File: src/rtl/gain_pkg.sv
`default_nettype none

package gain_pkg;

  ////////////////////
  // Data types
  ////////////////////

  // One I or Q component
  typedef logic signed [15:0] sample_t;

  // I in the upper half, Q in the lower half
  typedef logic [31:0] iq_t;

  // Fixed point gain, 2048 is unity
  typedef logic signed [15:0] gain_t;

  // Scaled product of one component, before clipping
  typedef logic signed [31:0] prod_t;

  // Readback word
  typedef logic [63:0] rb_t;

  ////////////////////
  // Settings bus
  ////////////////////

  localparam int SR_ADDR_W = 8;
  localparam int SR_DATA_W = 32;

  // Lower addresses belong to the shell
  localparam logic [SR_ADDR_W-1:0] SR_USER_BASE = 8'd128;
  localparam logic [SR_ADDR_W-1:0] SR_GAIN      = SR_USER_BASE;

  localparam logic [SR_ADDR_W-1:0] RB_GAIN     = 8'd0;
  localparam rb_t                  RB_BAD_ADDR = 64'h0BAD_C0DE_0BAD_C0DE;

  ////////////////////
  // Arithmetic
  ////////////////////

  localparam int    GAIN_FRAC_BITS = 11;
  localparam int    SCALER_STAGES  = 4;
  localparam gain_t GAIN_RESET     = 16'sd2048;

endpackage

`default_nettype wire
File: src/rtl/digital_gain.sv
`timescale 1ns/100ps
`default_nettype none

module digital_gain (
  input  wire                              ce_clk,
  input  wire                              i_rst,
  // Settings bus
  input  wire                              i_set_stb,
  input  wire  [gain_pkg::SR_ADDR_W-1:0]   i_set_addr,
  input  wire  [gain_pkg::SR_DATA_W-1:0]   i_set_data,
  // Readback
  input  wire  [gain_pkg::SR_ADDR_W-1:0]   i_rb_addr,
  output gain_pkg::rb_t                    o_rb_data,
  // Flush of samples in flight
  input  wire                              i_clear,
  // Input stream
  input  wire gain_pkg::iq_t               i_tdata,
  input  wire                              i_tlast,
  input  wire                              i_tvalid,
  output logic                             o_tready,
  // Output stream
  output gain_pkg::iq_t                    o_tdata,
  output logic                             o_tlast,
  output logic                             o_tvalid,
  input  wire                              i_tready
);

  import gain_pkg::*;

  gain_t gain;
  logic  flush;

  // Scaler to clip stream
  prod_t mid_i_prod;
  prod_t mid_q_prod;
  logic  mid_tlast;
  logic  mid_tvalid;
  logic  mid_tready;

  // Clear empties the datapath but keeps the gain
  assign flush = i_rst || i_clear;

  gain_settings u_settings (
    .ce_clk     (ce_clk),
    .i_rst      (i_rst),
    .i_set_stb  (i_set_stb),
    .i_set_addr (i_set_addr),
    .i_set_data (i_set_data),
    .i_rb_addr  (i_rb_addr),
    .o_gain     (gain),
    .o_rb_data  (o_rb_data)
  );

  complex_scaler u_scaler (
    .ce_clk   (ce_clk),
    .i_rst    (flush),
    .i_gain   (gain),
    .i_tdata  (i_tdata),
    .i_tlast  (i_tlast),
    .i_tvalid (i_tvalid),
    .o_tready (o_tready),
    .o_i_prod (mid_i_prod),
    .o_q_prod (mid_q_prod),
    .o_tlast  (mid_tlast),
    .o_tvalid (mid_tvalid),
    .i_tready (mid_tready)
  );

  complex_clip u_clip (
    .ce_clk   (ce_clk),
    .i_rst    (flush),
    .i_i_prod (mid_i_prod),
    .i_q_prod (mid_q_prod),
    .i_tlast  (mid_tlast),
    .i_tvalid (mid_tvalid),
    .o_tready (mid_tready),
    .o_tdata  (o_tdata),
    .o_tlast  (o_tlast),
    .o_tvalid (o_tvalid),
    .i_tready (i_tready)
  );

endmodule

`default_nettype wire

File: src/rtl/complex_clip.sv
`timescale 1ns/100ps
`default_nettype none

module complex_clip (
  input  wire                    ce_clk,
  input  wire                    i_rst,
  // Input stream of wide products
  input  wire gain_pkg::prod_t   i_i_prod,
  input  wire gain_pkg::prod_t   i_q_prod,
  input  wire                    i_tlast,
  input  wire                    i_tvalid,
  output logic                   o_tready,
  // Output stream of packed samples
  output gain_pkg::iq_t          o_tdata,
  output logic                   o_tlast,
  output logic                   o_tvalid,
  input  wire                    i_tready
);

  import gain_pkg::*;

  // Saturate a product to the sample range
  function automatic sample_t clip16(input prod_t x);
    sample_t y;
    // Fits when bits 31 down to 15 all match the sign
    if ((&x[31:15]) || !(|x[31:15])) begin
      y = x[15:0];
    end else if (x[31]) begin
      y = 16'sh8000;
    end else begin
      y = 16'sh7FFF;
    end
    return y;
  endfunction

  // Output register empty or being taken
  assign o_tready = !o_tvalid || i_tready;

  always_ff @(posedge ce_clk) begin
    if (i_rst) begin
      o_tvalid <= 1'b0;
    end else if (o_tready) begin
      o_tvalid <= i_tvalid;
    end
  end

  // I and Q saturate independently
  always_ff @(posedge ce_clk) begin
    if (o_tready) begin
      o_tdata <= {clip16(i_i_prod), clip16(i_q_prod)};
      o_tlast <= i_tlast;
    end
  end

endmodule

`default_nettype wire

File: src/rtl/complex_scaler.sv
`timescale 1ns/100ps
`default_nettype none

module complex_scaler (
  input  wire                    ce_clk,
  input  wire                    i_rst,
  input  wire gain_pkg::gain_t   i_gain,
  // Input stream
  input  wire gain_pkg::iq_t     i_tdata,
  input  wire                    i_tlast,
  input  wire                    i_tvalid,
  output logic                   o_tready,
  // Output stream, one product per component
  output gain_pkg::prod_t        o_i_prod,
  output gain_pkg::prod_t        o_q_prod,
  output logic                   o_tlast,
  output logic                   o_tvalid,
  input  wire                    i_tready
);

  import gain_pkg::*;

  // Per stage valid and last, index 0 is stage 1
  logic [SCALER_STAGES-1:0] vld;
  logic [SCALER_STAGES-1:0] lst;

  // Stage 1 sample and gain
  sample_t s1_i;
  sample_t s1_q;
  gain_t   s1_gain;

  // Stage 2 and 3 full products
  prod_t   s2_i;
  prod_t   s2_q;
  prod_t   s3_i;
  prod_t   s3_q;

  // Stage 4 shifted products
  prod_t   s4_i;
  prod_t   s4_q;

  logic    advance;

  ////////////////////
  // Stall control
  ////////////////////

  // Whole pipe moves together when the last slot is free or leaving
  assign advance  = !vld[SCALER_STAGES-1] || i_tready;
  assign o_tready = advance;

  always_ff @(posedge ce_clk) begin
    if (i_rst) begin
      vld <= '0;
    end else if (advance) begin
      vld <= {vld[SCALER_STAGES-2:0], i_tvalid};
    end
  end

  always_ff @(posedge ce_clk) begin
    if (advance) begin
      lst <= {lst[SCALER_STAGES-2:0], i_tlast};
    end
  end

  ////////////////////
  // Datapath
  ////////////////////

  always_ff @(posedge ce_clk) begin
    if (advance) begin
      // Gain is captured alongside its sample
      s1_i    <= i_tdata[31:16];
      s1_q    <= i_tdata[15:0];
      s1_gain <= i_gain;

      // Signed 16x16 into 32 bits
      s2_i <= s1_i * s1_gain;
      s2_q <= s1_q * s1_gain;

      s3_i <= s2_i;
      s3_q <= s2_q;

      // Arithmetic shift, rounds toward minus infinity
      s4_i <= s3_i >>> GAIN_FRAC_BITS;
      s4_q <= s3_q >>> GAIN_FRAC_BITS;
    end
  end

  assign o_i_prod = s4_i;
  assign o_q_prod = s4_q;
  assign o_tlast  = lst[SCALER_STAGES-1];
  assign o_tvalid = vld[SCALER_STAGES-1];

endmodule

`default_nettype wire

File: src/rtl/gain_settings.sv
`timescale 1ns/100ps
`default_nettype none

module gain_settings (
  input  wire                                ce_clk,
  input  wire                                i_rst,
  // Settings bus
  input  wire                                i_set_stb,
  input  wire  [gain_pkg::SR_ADDR_W-1:0]     i_set_addr,
  input  wire  [gain_pkg::SR_DATA_W-1:0]     i_set_data,
  // Readback
  input  wire  [gain_pkg::SR_ADDR_W-1:0]     i_rb_addr,
  output gain_pkg::gain_t                    o_gain,
  output gain_pkg::rb_t                      o_rb_data
);

  import gain_pkg::*;

  ////////////////////
  // Gain register
  ////////////////////

  // Only the low half of the data word is kept
  always_ff @(posedge ce_clk) begin
    if (i_rst) begin
      o_gain <= GAIN_RESET;
    end else if (i_set_stb && (i_set_addr == SR_GAIN)) begin
      o_gain <= i_set_data[15:0];
    end
  end

  ////////////////////
  // Readback mux
  ////////////////////

  always_ff @(posedge ce_clk) begin
    if (i_rst) begin
      o_rb_data <= '0;
    end else begin
      case (i_rb_addr)
        // Sign extended so the host sees a proper signed value
        RB_GAIN: begin
          o_rb_data <= {{48{o_gain[15]}}, o_gain};
        end
        default: begin
          o_rb_data <= RB_BAD_ADDR;
        end
      endcase
    end
  end

endmodule

`default_nettype wire

File: config.mk
export PLATFORM = sky130hd
export DESIGN_NAME = digital_gain
export DESIGN_NICKNAME = d
export VERILOG_FILES = /design/src/rtl/gain_pkg.sv /design/src/rtl/digital_gain.sv /design/src/rtl/complex_clip.sv /design/src/rtl/complex_scaler.sv /design/src/rtl/gain_settings.sv
export SDC_FILE = /design/constraint.sdc
export NUM_CORES = 2
export LEC_CHECK = 0
export BUFFER_PORTS_ARGS = -buffer_cell sky130_fd_sc_hd__buf_4
export CORE_MARGIN = 3
export CORE_UTILIZATION = 40
export CTS_BUF_LIST = sky130_fd_sc_hd__clkbuf_8
export CTS_CLUSTER_DIAMETER = 60
export DETAILED_ROUTE_END_ITERATION = 6
export PLACE_DENSITY = 0.6
export SYNTH_ARGS = -nofsm -noshare
export SYNTH_HDL_FRONTEND = slang
export SYNTH_SLANG_ARGS = --single-unit
File: constraint.sdc
create_clock -name ce_clk -period 16.3 [get_ports ce_clk]
set_clock_uncertainty 0.1 [all_clocks]
set_input_delay 0.815 -clock ce_clk [delete_from_list [all_inputs] [get_ports ce_clk]]
set_output_delay 0.815 -clock ce_clk [all_outputs]
set_load 0.01 [all_outputs]
==> impl_results.md <==
- Via count: 16677
- Netlist cell types: 49
- # Post-CTS Setup Buffers: 0
- Worst Path Arrival: 7.55 ns
- Fill cell count: 6223
- Core ar.: 66450 um^2
- Tot GR Track Use: 0.1677
- Max IR drop VDD: 0.05733 mV
- Sequential area share after synthesis: 0.2616
- Final Hold Fails: 0
- Type of origin of the critical path: register
- Adder-cell share of the synthesized area: 0.4580
- Hold Path Class: input port to register
- DR vias/cell: 4.780
- # IOs: 186
- Ratio of final minimum period to clock period: 0.4475
- Hold path cells: 1
- FFs w/ async S/R, synth: 0
- Initial Util: 0.4083
- Syn_area_per_cell: 10.87 um^2
- Slew margin rel.: 0.07673
- Post-synthesis mux area share: 0.006640
- Cts hold-fix bufs: 0
- Max FO, Critical Path: 32
- Slew @ Worst Pin: 1.385 ns
- Crit Path Class: register to register
- P per Cell Area: 48.35 nW/um^2
- Fin nets: 3360
- Gate power share: 0.085
- Clk network pwr share: 0.384
- RSZ-0062 raised after global routing: false
- Mapped Area: 27130 um^2
- Top Family by Delay on Critical Path: adder cells
- Core Util, Final: 0.4481
- Critical path, cell by cell: nand2_1 -> fa_1 -> fa_1 -> fa_1 -> inv_1 -> fa_1 -> fa_1 -> inv_1 -> fa_1 -> inv_1 -> ha_1 -> nand4_1 -> nor3_1 -> a211oi_1 -> a21oi_2 -> a211oi_2 -> o21ai_1 -> o21a_1 -> nor2_1 -> xnor2_1
- First-pass DRT Iterations: 5
- Vias in the first global route: 18960
- Starting DRC count in detailed routing: 653
- Number of synthesized flops with an enable pin: 211
- Register bit total from synthesis: 249
- Top_reg_cell synth: edfxtp_1
- Main combinational cell family by area after synthesis: adder cells
- Global-route wire length before repair: 94.80 mm
- Compound-cell area share of the yosys netlist: 0.03339
- CTS root buf: clkbuf_8
- Drt total wl: 56.85 mm
- CTS Buf Count: 45
- Clock Tree Buf Depth: 3
- Maximum clock rate: 137.1 MHz
- Final GP Congestion: 0.8384
- Required @ worst endpoint: 16.55 ns
- Period minus WS final: 7.294 ns
- Worst-skew pair later-pin latency: 0.62 ns
- Slowest CP cell: edfxtp_1
- MaxCap Viol Count: 0
- Num rows: 94
- Post-Synth Simple-Gate Area: 0.1192
- Seq pwr share: 0.531
- CP most frequent cell: fa_1
- TNS Setup: 0 ns
- Layout area overhead: 9.739%
- R2R cell count: 20
- Final setup viols: 0
- Crit path buf inv count: 3
- CTS tree: built
- Critical Path Max Stage Delay: 1.27 ns
- Crit path depth: 20
- Initial antenna violation count: 0
- Port Buffers: 169
- Final Max Tran Viols: 0
- Per-cell routed wire length: 16.29 um
- Post-route ant nets: 0
- Status: finished, final reports clean
- Share of cells above drive strength 1: 0.09870
- Net Count, Synth: 3263
- Switch share: 0.2486
- Post-Synth XOR/XNOR Area: 0.01679
- Psw: 358.0 uW
- Die area: 71000 um^2
- PostCTS Resize Cnt: 0
- GR Overflow Total: 0
- # clock sinks: 249
- Largest net degree at the start of global routing: 73
- Cells after Synth: 2496
- Residual DRC: 0
- Clock H-tree levels: 2
- Leak pwr: 0.01485 uW
- Internal power: 1082 uW
- Worst setup EP type: register
- Worst-path clk slew: 0.06 ns
- Final HPWL DP: 43.50 mm
- Die Ht: 266.5 um
- Yosys warns: 0
- Chip width: 266.5 um
## flip-flops by register name, indices dropped and copies added, names as in the netlist
signal and cells:
u_scaler.lst 4, u_scaler.o_i_prod 21, u_settings.o_gain 16, u_scaler.s2_i 21
u_scaler.s1_q 16, u_clip.o_tvalid 1, u_scaler.s1_gain 16, u_scaler.s3_q 21
u_clip.o_tlast 1, u_scaler.s1_i 16, u_scaler.o_q_prod 21, u_clip.o_tdata 32
u_scaler.vld 4, u_settings.o_rb_data 17, u_scaler.s3_i 21, u_scaler.s2_q 21
## Yosys cell counts (2+ instances only)
| cell | number | area, um^2 |
|---|---|---|
| nor4_1 | 5 | 31.28 |
| inv_1 | 572 | 2147 |
| o211ai_1 | 3 | 22.52 |
| o21ai_1 | 4 | 20.02 |
| edfxtp_1 | 211 | 6336 |
| a211o_1 | 2 | 17.52 |
| a21oi_2 | 2 | 17.52 |
| o21bai_1 | 4 | 30.03 |
| dfxtp_1 | 38 | 760.7 |
| and2_1 | 250 | 1564 |
| and3_1 | 4 | 25.02 |
| buf_4 | 47 | 352.8 |
| nand2b_1 | 11 | 68.82 |
| a31oi_1 | 2 | 12.51 |
| xor2_1 | 8 | 70.07 |
| o22ai_1 | 3 | 18.77 |
| clkbuf_1 | 88 | 330.3 |
| o21a_1 | 5 | 37.54 |
| a21o_1 | 38 | 285.3 |
| ha_1 | 158 | 1977 |
| nor2b_1 | 5 | 31.28 |
| nand4_1 | 10 | 62.56 |
| nand2_1 | 255 | 957.2 |
| o21ai_0 | 18 | 90.09 |
| a211oi_1 | 4 | 30.03 |
| nand3_1 | 5 | 25.02 |
| nor2_1 | 90 | 337.8 |
| nor3_1 | 18 | 90.09 |
| fa_1 | 522 | 10450 |
| xnor2_1 | 44 | 385.4 |
| mux2i_1 | 18 | 180.2 |
| o31ai_1 | 2 | 15.01 |
| a21oi_1 | 34 | 170.2 |
## metal layers
metal	wire, um	GRT usage	vias to the layer above	part of all wire
met4	1701	0.05913	0	0.030
li1	-	-	7636	-
met3	3779	0.03346	88	0.066
met1	23150	0.2069	8469	0.41
met5	0	0	-	0
met2	28220	0.2937	484	0.50
## path summary, 6_finish.rpt
path                                       from                               to  slack, ns
setup / recovery  u_scaler.s1_gain[2]$_DFFE_PP_      u_scaler.s2_i[29]$_DFFE_PP_       9.01
hold reg to reg     u_scaler.s3_q[25]$_DFFE_PP_  u_scaler.o_q_prod[14]$_DFFE_PP_       0.31
setup reg to reg  u_scaler.s1_gain[2]$_DFFE_PP_      u_scaler.s2_i[29]$_DFFE_PP_       9.01
hold / removal                      i_tdata[31]      u_scaler.s1_i[15]$_DFFE_PP_       0.27
## cell type report
class | instances | area [um^2] | area share
diodes | 1 | 2.502 | 0.00008404
multi-input cells | 1539 | 17210 | 0.5780
inverters | 572 | 2147 | 0.07211
clock buffers | 48 | 660.6 | 0.02219
clock inverters | 30 | 181.4 | 0.006093
repair buffers | 186 | 1396 | 0.04689
flip-flops and latches | 249 | 7097 | 0.2383
well taps | 864 | 1081 | 0.03631
## cells by family after synthesis
logic type | after synthesis
AO/OA/AOI/OAI | 131
XOR/XNOR | 52
adder cells (fa/ha/maj) | 680
buffers and inverters | 708
flip-flops | 249
multiplexers | 18
AND/OR/NAND/NOR | 658
## through the flow
step                cell area, um^2  cells  setup slack (ns)  total power (uW)  hold slack, ns
finish                        29780   3489             9.006              1440          0.2682
global route                  29770   3488             8.580              1517          0.2195
CTS                           29770   3488             8.947              1472          0.2137
detailed placement            28930   3410             8.958             902.6          0.3045
global placement              28930   3410             9.063             898.3          0.3005
floorplan                     27130   2496             10.12             841.2          0.3003
## layout by cell type (no fill, tap or decap), drive strengths merged, types with 22 or more instances in the layout
cell type and n:
clkbuf 48, dfxtp 38, nor2 91, buf 186
and2 250, o21ai 22, a21o 38, ha 158
inv 586, edfxtp 211, a21oi 37, fa 522
xnor2 44, nand2 255
## power by group through the flow
stage / sequential [uW] / combinational (uW) / clock, uW
floorplan: 759 / 82.7 / 0
global placement: 777 / 122 / 0
detailed placement: 778 / 125 / 0
CTS: 765 / 125 / 581
global route: 770 / 139 / 609
finish: 765 / 122 / 552
Power figures use the tool's default switching activity.
